File: src/verilog/parking_pkg.sv
/* Car park constants, the dual-view plate word and the order kind */

package parking_pkg;

	localparam int plate_w = 16;
	localparam int floors = 7; // Parking floors above ground floor 0
	localparam int floor_w = 3;
	localparam int spots = 2 * floors; // Left and right spot per floor
	localparam int spot_w = 4; // Floor code then side bit
	localparam int fee_w = 8;
	localparam int queue_depth = 8;

	// Fee classes from the top nibble of the plate
	localparam logic [3:0] class_disabled = 4'd9; // Parks free
	localparam logic [3:0] class_hybrid = 4'd8;

	localparam logic [fee_w-1:0] rate_hybrid = 8'd1; // Per parked cycle
	localparam logic [fee_w-1:0] rate_regular = 8'd2;

	typedef struct packed {
		logic [3:0] plate_class;
		logic [plate_w-6:0] serial;
		logic suv; // 1 for SUV, 0 for sedan
	} plate_fields_t;

	// Raw view for compare and empty test, field view for type and rate
	typedef union packed {
		logic [plate_w-1:0] raw;
		plate_fields_t fields;
	} plate_t;

	typedef enum logic {
		order_park,
		order_retrieve
	} order_kind_t;

endpackage

File: src/verilog/order_queue.sv
/* Circular FIFO of pending park and retrieve orders */

module order_queue (
	input logic clock,
	input logic reset,
	input logic in_mode,
	input logic out_mode,
	input parking_pkg::plate_t license_plate,
	input logic order_take,
	output logic order_valid,
	output parking_pkg::order_kind_t order_kind,
	output parking_pkg::plate_t order_plate
);

	parking_pkg::plate_t plate_mem [parking_pkg::queue_depth];
	parking_pkg::order_kind_t kind_mem [parking_pkg::queue_depth];

	logic [$clog2(parking_pkg::queue_depth)-1:0] rd_ptr;
	logic [$clog2(parking_pkg::queue_depth)-1:0] wr_ptr;
	logic [$clog2(parking_pkg::queue_depth):0] count;
	logic full;
	logic push;

	assign full = (count == parking_pkg::queue_depth);
	// Pop frees a slot before the push in the same cycle
	assign push = (in_mode || out_mode) && (!full || order_take);

	assign order_valid = (count != '0);
	assign order_kind = kind_mem[rd_ptr];
	assign order_plate = plate_mem[rd_ptr];

	always_ff @(posedge clock or posedge reset) begin
		if (reset) begin
			rd_ptr <= '0;
			wr_ptr <= '0;
			count <= '0;
		end else begin
			if (order_take)
				rd_ptr <= rd_ptr + 1'b1; // Pointers wrap at the power-of-two depth
			if (push)
				wr_ptr <= wr_ptr + 1'b1;
			if (push && !order_take)
				count <= count + 1'b1;
			else if (order_take && !push)
				count <= count - 1'b1;
		end
	end

	// Storage only, no reset
	always_ff @(posedge clock) begin
		if (push) begin
			plate_mem[wr_ptr] <= license_plate;
			kind_mem[wr_ptr] <= out_mode ? parking_pkg::order_retrieve : parking_pkg::order_park;
		end
	end

	a_one_strobe: assert property (@(posedge clock) disable iff (reset)
		!(in_mode && out_mode))
		else $error("Park and retrieve strobes high together");

	a_take_valid: assert property (@(posedge clock) disable iff (reset)
		order_take |-> order_valid)
		else $error("Order popped from an empty queue");

endmodule

File: src/verilog/slot_table.sv
/* Spot occupancy registers with allocation by body type,
   plate lookup and free-spot counts */

module slot_table (
	input logic clock,
	input logic reset,
	input parking_pkg::plate_t order_plate,
	input logic park_strobe,
	input logic [parking_pkg::spot_w-1:0] park_spot,
	input parking_pkg::plate_t park_plate,
	input logic pick_strobe,
	input logic [parking_pkg::spot_w-1:0] pick_spot,
	output parking_pkg::plate_t [parking_pkg::spots-1:0] slot_plates,
	output logic alloc_found,
	output logic [parking_pkg::spot_w-1:0] alloc_spot,
	output logic lookup_found,
	output logic [parking_pkg::spot_w-1:0] lookup_spot,
	output logic [3:0] empty_suv,
	output logic [3:0] empty_sedan
);

	logic [parking_pkg::spot_w-1:0] park_idx;
	logic [parking_pkg::spot_w-1:0] pick_idx;

	// Index 0 is floor 1 left, so the spot code is the index plus 2
	assign park_idx = park_spot - 4'd2;
	assign pick_idx = pick_spot - 4'd2;

	// Odd floors hold SUVs; floor of index i is i/2 + 1
	function automatic logic spot_is_suv(input int idx);
		return ((idx / 2) % 2) == 0;
	endfunction

	always_ff @(posedge clock or posedge reset) begin
		if (reset) begin
			slot_plates <= '0; // Plate 0 marks an empty spot
		end else begin
			if (pick_strobe)
				slot_plates[pick_idx] <= '0;
			if (park_strobe)
				slot_plates[park_idx] <= park_plate;
		end
	end

	// Lowest free spot of the right type, left side first
	always_comb begin
		alloc_found = 1'b0;
		alloc_spot = '0;
		for (int i = 0; i < parking_pkg::spots; i++) begin
			if (!alloc_found && slot_plates[i].raw == '0 &&
					spot_is_suv(i) == order_plate.fields.suv) begin
				alloc_found = 1'b1;
				alloc_spot = parking_pkg::spot_w'(i + 2);
			end
		end
	end

	always_comb begin
		lookup_found = 1'b0;
		lookup_spot = '0;
		for (int i = 0; i < parking_pkg::spots; i++) begin
			if (order_plate.raw != '0 && slot_plates[i].raw == order_plate.raw) begin
				lookup_found = 1'b1;
				lookup_spot = parking_pkg::spot_w'(i + 2);
			end
		end
	end

	always_comb begin
		empty_suv = '0;
		empty_sedan = '0;
		for (int i = 0; i < parking_pkg::spots; i++) begin
			if (slot_plates[i].raw == '0) begin
				if (spot_is_suv(i))
					empty_suv = empty_suv + 4'd1;
				else
					empty_sedan = empty_sedan + 4'd1;
			end
		end
	end

	a_park_empty: assert property (@(posedge clock) disable iff (reset)
		park_strobe |-> slot_plates[park_idx].raw == '0)
		else $error("Car parked into an occupied spot");

endmodule

File: src/verilog/fee_bank.sv
/* Per-spot fee meters with class rates and fee capture on pickup */

module fee_bank (
	input logic clock,
	input logic reset,
	input parking_pkg::plate_t [parking_pkg::spots-1:0] slot_plates,
	input logic pick_strobe,
	input logic [parking_pkg::spot_w-1:0] pick_spot,
	output logic [parking_pkg::fee_w-1:0] fee_held
);

	logic [parking_pkg::fee_w-1:0] meters [parking_pkg::spots];
	logic [parking_pkg::fee_w-1:0] meters_next [parking_pkg::spots];
	logic [parking_pkg::spot_w-1:0] pick_idx;

	assign pick_idx = pick_spot - 4'd2;

	function automatic logic [parking_pkg::fee_w-1:0] class_rate(input parking_pkg::plate_t plate);
		if (plate.fields.plate_class == parking_pkg::class_disabled)
			return '0;
		else if (plate.fields.plate_class == parking_pkg::class_hybrid)
			return parking_pkg::rate_hybrid;
		else
			return parking_pkg::rate_regular;
	endfunction

	// Saturating add while occupied
	always_comb begin
		logic [parking_pkg::fee_w:0] sum;
		for (int i = 0; i < parking_pkg::spots; i++) begin
			sum = {1'b0, meters[i]} + {1'b0, class_rate(slot_plates[i])};
			if (slot_plates[i].raw == '0)
				meters_next[i] = meters[i];
			else if (sum[parking_pkg::fee_w])
				meters_next[i] = '1; // Stuck at 255
			else
				meters_next[i] = sum[parking_pkg::fee_w-1:0];
		end
	end

	always_ff @(posedge clock or posedge reset) begin
		if (reset) begin
			for (int i = 0; i < parking_pkg::spots; i++)
				meters[i] <= '0;
		end else begin
			for (int i = 0; i < parking_pkg::spots; i++) begin
				if (pick_strobe && pick_idx == parking_pkg::spot_w'(i))
					meters[i] <= '0; // Meter restarts for the next car
				else
					meters[i] <= meters_next[i];
			end
		end
	end

	// Held until the car reaches the ground floor
	always_ff @(posedge clock) begin
		if (pick_strobe)
			fee_held <= meters[pick_idx];
	end

endmodule

File: src/verilog/elevator_controller.sv
/* Elevator FSM with floor register, plate type and car handling */

module elevator_controller (
	input logic clock,
	input logic reset,
	input logic order_valid,
	input parking_pkg::order_kind_t order_kind,
	input parking_pkg::plate_t order_plate,
	input logic alloc_found,
	input logic [parking_pkg::spot_w-1:0] alloc_spot,
	input logic lookup_found,
	input logic [parking_pkg::spot_w-1:0] lookup_spot,
	output logic order_take,
	output logic park_strobe,
	output logic [parking_pkg::spot_w-1:0] park_spot,
	output parking_pkg::plate_t park_plate,
	output logic pick_strobe,
	output logic [parking_pkg::spot_w-1:0] pick_spot,
	output logic [parking_pkg::floor_w-1:0] current_floor,
	output parking_pkg::plate_t moving,
	output logic plate_type,
	output logic car_out_ready
);

	typedef enum logic [2:0] {
		st_idle,
		st_reassign,
		st_load,
		st_climb,
		st_park,
		st_fetch,
		st_return
	} state_t;

	state_t state;

	// Order latched at the pop
	parking_pkg::order_kind_t job_kind;
	parking_pkg::plate_t job_plate;
	logic [parking_pkg::spot_w-1:0] job_spot;

	logic [parking_pkg::floor_w-1:0] target_floor;
	logic accept;
	logic [parking_pkg::spot_w-1:0] order_spot;
	logic type_differs;

	assign order_take = (state == st_idle) && order_valid;

	// Plate 0, no free spot or unknown plate drops the order
	assign accept = order_take && order_plate.raw != '0 &&
		(order_kind == parking_pkg::order_park ? alloc_found : lookup_found);
	assign order_spot = (order_kind == parking_pkg::order_park) ? alloc_spot : lookup_spot;
	assign type_differs = (order_plate.fields.suv != plate_type);

	assign target_floor = job_spot[parking_pkg::spot_w-1:1];

	assign park_strobe = (state == st_park);
	assign park_spot = job_spot;
	assign park_plate = job_plate;
	assign pick_strobe = (state == st_fetch);
	assign pick_spot = job_spot;

	// Only a retrieved car is still aboard back at idle
	assign car_out_ready = (state == st_idle) && (moving.raw != '0);

	always_ff @(posedge clock or posedge reset) begin
		if (reset) begin
			state <= st_idle;
			current_floor <= '0;
			moving <= '0;
			plate_type <= 1'b0;
		end else begin
			case (state)
				st_idle: begin
					moving <= '0; // Car leaves after the ready pulse
					if (accept) begin
						if (type_differs)
							state <= st_reassign;
						else if (order_kind == parking_pkg::order_park)
							state <= st_load;
						else
							state <= st_climb;
					end
				end
				st_reassign: begin
					plate_type <= ~plate_type;
					state <= (job_kind == parking_pkg::order_park) ? st_load : st_climb;
				end
				st_load: begin
					moving <= job_plate;
					state <= st_climb;
				end
				st_climb: begin
					current_floor <= current_floor + 3'd1;
					if (current_floor + 3'd1 == target_floor)
						state <= (job_kind == parking_pkg::order_park) ? st_park : st_fetch;
				end
				st_park: begin
					moving <= '0;
					state <= st_return;
				end
				st_fetch: begin
					moving <= job_plate; // Same plate as the one stored
					state <= st_return;
				end
				st_return: begin
					current_floor <= current_floor - 3'd1;
					if (current_floor == 3'd1)
						state <= st_idle;
				end
				default: state <= st_idle;
			endcase
		end
	end

	always_ff @(posedge clock) begin
		if (accept) begin
			job_kind <= order_kind;
			job_plate <= order_plate;
			job_spot <= order_spot;
		end
	end

	a_floor_step: assert property (@(posedge clock) disable iff (reset)
		current_floor == $past(current_floor) ||
		current_floor == $past(current_floor) + 3'd1 ||
		current_floor == $past(current_floor) - 3'd1)
		else $error("Elevator skipped a floor");

	a_out_ground: assert property (@(posedge clock) disable iff (reset)
		car_out_ready |-> current_floor == '0)
		else $error("Car handed out away from the ground floor");

endmodule

File: src/verilog/parking_lot_top.sv
/* Tower car park top level: order queue, slot table, fee meters
   and elevator */

module parking_lot_top (
	input logic clock,
	input logic reset,
	input logic in_mode,
	input logic out_mode,
	input parking_pkg::plate_t license_plate,
	output logic [parking_pkg::floor_w-1:0] current_floor,
	output parking_pkg::plate_t moving,
	output logic plate_type,
	output logic car_out_ready,
	output logic [parking_pkg::fee_w-1:0] fee,
	output logic [3:0] empty_suv,
	output logic [3:0] empty_sedan
);

	logic order_valid;
	parking_pkg::order_kind_t order_kind;
	parking_pkg::plate_t order_plate;
	logic order_take;

	logic alloc_found;
	logic [parking_pkg::spot_w-1:0] alloc_spot;
	logic lookup_found;
	logic [parking_pkg::spot_w-1:0] lookup_spot;

	logic park_strobe;
	logic [parking_pkg::spot_w-1:0] park_spot;
	parking_pkg::plate_t park_plate;
	logic pick_strobe;
	logic [parking_pkg::spot_w-1:0] pick_spot;

	parking_pkg::plate_t [parking_pkg::spots-1:0] slot_plates;
	logic [parking_pkg::fee_w-1:0] fee_held;

	assign fee = car_out_ready ? fee_held : '0; // Fee shown with the car only

	order_queue u_queue (
		.clock, .reset, .in_mode, .out_mode, .license_plate,
		.order_take, .order_valid, .order_kind, .order_plate
	);

	slot_table u_table (
		.clock, .reset, .order_plate,
		.park_strobe, .park_spot, .park_plate, .pick_strobe, .pick_spot,
		.slot_plates, .alloc_found, .alloc_spot, .lookup_found, .lookup_spot,
		.empty_suv, .empty_sedan
	);

	fee_bank u_fees (
		.clock, .reset, .slot_plates, .pick_strobe, .pick_spot, .fee_held
	);

	elevator_controller u_elevator (
		.clock, .reset, .order_valid, .order_kind, .order_plate,
		.alloc_found, .alloc_spot, .lookup_found, .lookup_spot,
		.order_take, .park_strobe, .park_spot, .park_plate, .pick_strobe, .pick_spot,
		.current_floor, .moving, .plate_type, .car_out_ready
	);

endmodule

File: config.mk
export PLATFORM = sky130hd
export DESIGN_NAME = parking_lot_top
export DESIGN_NICKNAME = d
export VERILOG_FILES = /design/src/verilog/parking_pkg.sv /design/src/verilog/order_queue.sv /design/src/verilog/slot_table.sv /design/src/verilog/fee_bank.sv /design/src/verilog/elevator_controller.sv /design/src/verilog/parking_lot_top.sv
export SDC_FILE = /design/constraint.sdc
export NUM_CORES = 1
export LEC_CHECK = 0
export BUFFER_PORTS_ARGS = -buffer_cell sky130_fd_sc_hd__buf_2
export CORE_AREA = 2 2 277 279
export CTS_CLUSTER_SIZE = 20
export DETAILED_ROUTE_END_ITERATION = 16
export DIE_AREA = 0 0 279 281
export PLACE_DENSITY_LB_ADDON = 0.12
export SLEW_MARGIN = 20
export SYNTH_ARGS = -nofsm -noshare
export SYNTH_HDL_FRONTEND = slang
export SYNTH_SLANG_ARGS = --single-unit
File: constraint.sdc
create_clock -name clock -period 12.03 [get_ports clock]
set_clock_uncertainty 0.15 [all_clocks]
set_input_delay 0.6015 -clock clock [delete_from_list [all_inputs] [get_ports clock]]
set_output_delay 0.6015 -clock clock [all_outputs]
set_load 0.03 [all_outputs]
Word level (Yosys, flattened, before mapping)

Memories as Yosys holds them, arrays and structs flattened.
Index checks and enable logic that the tools add are counted.

RAM bits: 136
Bits in registers: 398
Memories: 2
Word-level logic and storage cells: 437
Output and inout port bits: 37

Add/sub/neg operators: 33
Bitwise logic cells: 5
Eq/ne operators: 82
Reduce and logical (&&, ||, !) cells: 107
Mux-type cells: 166
Order comparisons: 3

Memories:

| name              | depth | bits a word | read ports | clocked after Yosys merged registers in | wr ports | line              | RTL |
|---|---|---|---|---|---|---|---|
| u_queue.plate_mem | 8     | 16          | 1          | 0                                       | 1        | order_queue.sv:15 | `parking_pkg::plate_t plate_mem [parking_pkg::queue_depth];` |
| u_queue.kind_mem  | 8     | 1           | 1          | 0                                       | 1        | order_queue.sv:16 | `parking_pkg::order_kind_t kind_mem [parking_pkg::queue_depth];` |

Operators with widths:

| cell                                                             | number |
|---|---|
| 8-bit 2-to-1 mux                                                 | 59 |
| 224-bit 2-to-1 mux                                               | 2 |
| 224-bit bitwise AND                                              | 1 |
| 224-bit bitwise mux                                              | 1 |
| 16-bit == test                                                   | 14 |
| 16-bit zero test                                                 | 14 |
| 224-bit NOT                                                      | 1 |
| 4-bit 2-to-1 mux                                                 | 36 |
| 4-bit == test (second input constant)                            | 35 |
| 8-bit by 8-bit adder with 9-bit output                           | 14 |
| 16-bit demux with 4-bit select                                   | 1 |
| 1-bit logical AND                                                | 63 |
| 4-bit by 1-bit adder with 4-bit output (second input constant)   | 11 |
| 1-bit 2-to-1 mux                                                 | 37 |
| 2-bit 2-to-1 mux                                                 | 17 |
| 8-bit binary-select mux with 4-bit select                        | 1 |
| 16-bit one-hot mux with 2 select lines                           | 1 |
| 16-bit nonzero test                                              | 2 |
| 2-bit inequality test (second input constant)                    | 14 |
| 3-bit 2-to-1 mux                                                 | 8 |
| 3-bit one-hot mux with 6 select lines                            | 1 |
| 4-bit by 3-bit == test with 1-bit output (second input constant) | 4 |
| 1-bit zero test                                                  | 16 |
| 16-bit 2-to-1 mux                                                | 1 |
| 26 further kinds                                                 | 42 |

Longest topological paths before layout

Depth in word-level cells: 59
Gate-level depth with buffers: 22

Modules after synthesis

A second synthesis with hierarchy kept.

Cell total of the unflattened synthesis: 2454
Area total of the unflattened synthesis: 29009.1 um^2

Modules (own cells, without submodules):

| module              | cells each | area an instance (um^2) | seq. area each (um^2) | times used |
|---|---|---|---|---|
| slot_table          | 1113       | 12226.7                 | 5605.4                | 1 |
| fee_bank            | 906        | 8693.3                  | 3042.9                | 1 |
| order_queue         | 259        | 5848.1                  | 4334.2                | 1 |
| elevator_controller | 168        | 2190.9                  | 1206.2                | 1 |
| parking_lot_top     | 8          | 50.0                    | 0.0                   | 1 |

Least setup slack after synthesis

OpenSTA, ideal clock, no wires.

Path kind: reg-to-output
Start: register u_table.slot_plates[11] in the netlist's numbering
End: output port empty_suv[3]
Path slack: 6858 ps
Required time: 11278 ps
Buffers on the path: 0
Data arrival time: 4421 ps
Cell stages (with the launch flop): 23
Path through: dfrtp_1 -> nor4_1 -> nand4_1 -> inv_1 -> ha_1 -> xnor2_1 -> inv_1 -> ha_1 -> nand2_1 -> nand2_1 -> ha_1 -> mux2_2 -> ha_1 -> mux2i_1 -> inv_1 -> ha_1 -> inv_1 -> nor2_1 -> xnor2_1 -> xnor2_1 -> nor2_1 -> nand3_1 -> xnor2_1

Longest elaborated chain between the ends: 16

RTL lines:

| what                                   | line                  | RTL |
|---|---|---|
| start: declaration                     | slot_table.sv:13      | `output parking_pkg::plate_t [parking_pkg::spots-1:0] slot_plates,` |
| start signal: indexed assignment       | slot_table.sv:41      | `slot_plates[park_idx] <= park_plate;` |
| 16-bit zero test *                     | slot_table.sv:73      | `if (slot_plates[i].raw == '0) begin` |
| 1-bit 2-to-1 mux *                     | slot_table.sv:73      |  |
| 1-bit by 1-bit adder with 2-bit output | slot_table.sv:75      | `empty_suv = empty_suv + 4'd1;` |
| 4-bit 2-to-1 mux *                     | slot_table.sv:73      |  |
| 4-bit by 1-bit adder with 4-bit output | slot_table.sv:75      |  |
| 4-bit 2-to-1 mux *                     | slot_table.sv:73      |  |
| 4-bit by 1-bit adder with 4-bit output | slot_table.sv:75      |  |
| 4-bit 2-to-1 mux *                     | slot_table.sv:73      |  |
| 4-bit by 1-bit adder with 4-bit output | slot_table.sv:75      |  |
| 4-bit 2-to-1 mux *                     | slot_table.sv:73      |  |
| 4-bit by 1-bit adder with 4-bit output | slot_table.sv:75      |  |
| 4-bit 2-to-1 mux *                     | slot_table.sv:73      |  |
| 4-bit by 1-bit adder with 4-bit output | slot_table.sv:75      |  |
| 4-bit 2-to-1 mux *                     | slot_table.sv:73      |  |
| 4-bit by 1-bit adder with 4-bit output | slot_table.sv:75      |  |
| 4-bit 2-to-1 mux *                     | slot_table.sv:73      |  |
| end: declaration                       | parking_lot_top.sv:15 | `output logic [3:0] empty_suv,` |

Every way passes the cells marked *; elsewhere a longest branch is shown, timed or not.

Worst setup path in the final report

Start: register u_table.slot_plates[16] in the netlist's numbering
End: output port empty_suv[1]

Longest elaborated chain between the ends: 14

RTL lines:

| what                                   | line |
|---|---|
| 16-bit zero test *                     | slot_table.sv:73 |
| 4-bit 2-to-1 mux *                     | slot_table.sv:73 |
| 4-bit by 1-bit adder with 4-bit output | slot_table.sv:75 |
| 4-bit 2-to-1 mux *                     | slot_table.sv:73 |
| 4-bit by 1-bit adder with 4-bit output | slot_table.sv:75 |
| 4-bit 2-to-1 mux *                     | slot_table.sv:73 |
| 4-bit by 1-bit adder with 4-bit output | slot_table.sv:75 |
| 4-bit 2-to-1 mux *                     | slot_table.sv:73 |
| 4-bit by 1-bit adder with 4-bit output | slot_table.sv:75 |
| 4-bit 2-to-1 mux *                     | slot_table.sv:73 |
| 4-bit by 1-bit adder with 4-bit output | slot_table.sv:75 |
| 4-bit 2-to-1 mux *                     | slot_table.sv:73 |
| 4-bit by 1-bit adder with 4-bit output | slot_table.sv:75 |
| 4-bit 2-to-1 mux *                     | slot_table.sv:73 |

Marked as above.

==> flow_summary.ini <==
[outcome]
outcome = finished clean

[route]
drt_wl_total_um = 91700
dr_total_vias = 21247
routedWlPerCell_um = 25.4
drtAntennaViolNets = 0
first_pass_iters = 6
drc_errors = 0
drt_iter0_markers = 1861
avgViaCountPerCell = 5.89

[placement]
io_buffers = 56
dp.final_hpwl_um = 62200
place_worst_setup_slack_ps = 6120
place_area_um2 = 29200
gp_congestion = 0.861

[sta]
slew_headroom = 0.155
hold_viol = 0
period_minus_slack_ps = 6600
grt_setup_unrepaired = no
fin_crit_sh = 0.548
fmax_ghz = 0.152
finalSetupViolations = 0
worstMarginPinSlew_ps = 1270
maxSlewViolCount = 0
setup_slack_ps = 5430
final.setup.tns_ps = 0

[die]
row_count = 101
initial_core_util = 0.367
die_h_um = 281
boundaryPins = 57
dieArea_um2 = 78400
fp.dieW_um = 279
core_area_um2 = 75400

[synth]
async_reset_ff_frac = 0.691
syn_avg_cell_area_um2 = 11.0
yosys-top-cells-area = dfrtp_1, edfxtp_1, a22o_1
synth_top_area_cell = dfrtp_1
ys.flop_type = dfrtp_1
synth_edf_count = 165
syn-cell-area_um2 = 27700
netlist_instances = 2514
synth-seq-area-share = 0.512
syn-num-nets = 2598
synth-seq-cells = 534
synth.top_cell.area_share = 0.333
ys_types = 70
ys.warnings.count = 0

[worst_setup_path]
worstSetupPathType = flop to output port
endpoint_kind = output port
rr_worst_depth = 13
reg2reg_slack_ps = 6530
path_common_cell = ha_1
required_ps = 11280
critical_path.max_fanout = 8
cp.arrival_ps = 5840
regToRegEndpoint = u_elevator.park_spot[3]
reg2reg_from = u_queue.rd_ptr[1]
cp-start-kind = flop
setup.worst_path.start = u_table.slot_plates[16]
crit_slowest_cell = nand4_1
endpoint = empty_suv[1]
path_cells = nor4_1 -> nand4_1 -> inv_1 -> ha_1 -> xnor2_1 -> inv_1 -> ha_1 -> nand2_1 -> nand2_1 -> ha_1 -> mux2_2 -> ha_1 -> mux2i_1 -> inv_1 -> ha_1 -> nor2_1 -> a21oi_1 -> ha_1 -> mux2_2 -> buf_2
critPathMaxStageDelay_ps = 510

[cells_and_area]
multi_input_area_um2 = 12900
fill_cells = 7109
syn_to_final_growth_pct = 13.3
nets = 2665
final-seq-area_um2 = 14200
drive_gt1_frac = 0.118
final_util = 0.416
fin_area_um2 = 31400

[global_route]
grt_max_degree = 135
grt_pass1_wl_um = 138000
antenna_found_initial = 0
gr-usage-all-layers = 0.234
grt.overflow.total = 0
grt_pass1_vias = 20918

[clocking]
cts_root_buf = clkbuf_16
clockBufferDepth = 3
cts_made_buffers = 60
cts_tree = built
htree_levels = 2
clk_latency_ps = 660
cts_setup_buffers = 0
cts.sinks = 534
clkSlewWorstSetupHoldPaths_ps = 60

[job]
drv_cap = 0

[hold_path]
min_path_type = primary input to flop
hp-start = license_plate[5]
[what timing repair did]
action / 4_1_cts / 5_1_grt
resized for setup: 0 / 0
hold buffers: 0 / 1
hold endpoints to repair: 0 / 54
[cells in the final DEF, fill, tap and decap left out, drive strengths merged, types with 24 or more instances in the layout]
master | synthesis | routed
and4 | 24 | 24
xor2 | 76 | 76
buf | 39 | 125
nand4 | 51 | 51
mux2i | 47 | 47
and3 | 65 | 65
a22o | 207 | 207
nand3 | 86 | 86
nor4 | 88 | 88
nor3b | 28 | 28
mux4 | 36 | 36
a21oi | 68 | 68
nand2 | 172 | 172
ha | 49 | 49
xnor2 | 155 | 155
nor2 | 219 | 219
clkbuf | 82 | 81
inv | 47 | 51
nor3 | 92 | 92
a22oi | 30 | 30
o21ai | 98 | 98
dfrtp | 369 | 369
edfxtp | 165 | 165
[flip-flops by register name (all words and copies together), names as in the netlist, 4 cells and up]
name / count
u_queue.kind_mem: 8
u_fees.fee_held: 8
u_fees.meters: 112
u_table.slot_plates: 224
u_queue.count: 4
u_elevator.park_spot: 4
u_queue.plate_mem: 128
u_elevator.park_plate: 16
u_elevator.moving: 16
[synth_stat cells, types with 49 or more instances]
library cell	instances
dfrtp_1	369
nor3_1	90
edfxtp_1	165
a22o_1	207
ha_1	49
clkbuf_1	82
nor4_1	88
a21oi_1	68
and3_1	65
nor2_1	219
o21ai_0	98
xnor2_1	155
nand2_1	171
xor2_1	76
nand4_1	51
nand3_1	86
[worst min path at each step]
stage | to | slack [ps] | depth (start not counted)
floorplan | u_queue.wr_ptr[2] | 310 | 1
global placement | u_queue.wr_ptr[2] | 330 | 1
detailed placement | u_queue.wr_ptr[2] | 330 | 1
CTS | u_queue.plate_mem[2][5] | 40 | 1
global route | u_queue.plate_mem[3][2] | 70 | 1
finish | u_queue.plate_mem[6][5] | 70 | 1
[cell type report]
type                       count  area share
multi-input combinational   1811       0.410
inverter                      48     0.00598
antenna                        1   0.0000797
clock inverter                31      0.0124
tap                          978      0.0390
timing repair buffer         126      0.0273
sequential                   534       0.452
clock buffer                  81      0.0536
[layer usage]
layer,GRT usage,wire [um]
met5,0,0
met4,0.0983,3930
met3,0.0376,5620
met2,0.376,42300
met1,0.314,39800
[critical path: cells and delay by family (launching register included)]
| kind | cells | cell delay, ps |
|---|---|---|
| AOI/OAI and AO/OA | 1 | 250 |
| xor gates and xnor gates | 1 | 260 |
| adders and majority gates | 6 | 1770 |
| buffers and inverters | 4 | 710 |
| DFF | 1 | 400 |
| muxes | 3 | 780 |
| and+or+nand+nor | 5 | 1030 |
[cells by family (layout without fill, tap and decap cells)]
| logic type | after synthesis | in the layout | share of synthesized area |
|---|---|---|---|
| adder cells (fa/ha/maj) | 64 | 64 | 0.0330 |
| buffers and inverters | 169 | 286 | 0.0265 |
| AO/OA/AOI/OAI | 524 | 524 | 0.137 |
| other | 0 | 1 | 0 |
| XOR/XNOR | 231 | 231 | 0.0730 |
| AND/OR/NAND/NOR | 893 | 893 | 0.163 |
| flip-flops | 534 | 534 | 0.512 |
| multiplexers | 99 | 99 | 0.0550 |
[per-stage QoR]
stage	std cells	hold WS [ps]
2_1_floorplan	2514	307
4_1_cts	3605	42.1
6_report	3610	69.8
3_3_place_gp	3493	328
5_1_grt	3609	67.5
3_5_place_dp	3493	332
Power is left out: the tool's default activity adds up to more than one toggle a clock period on the data nets, which glitch-free logic cannot reach.
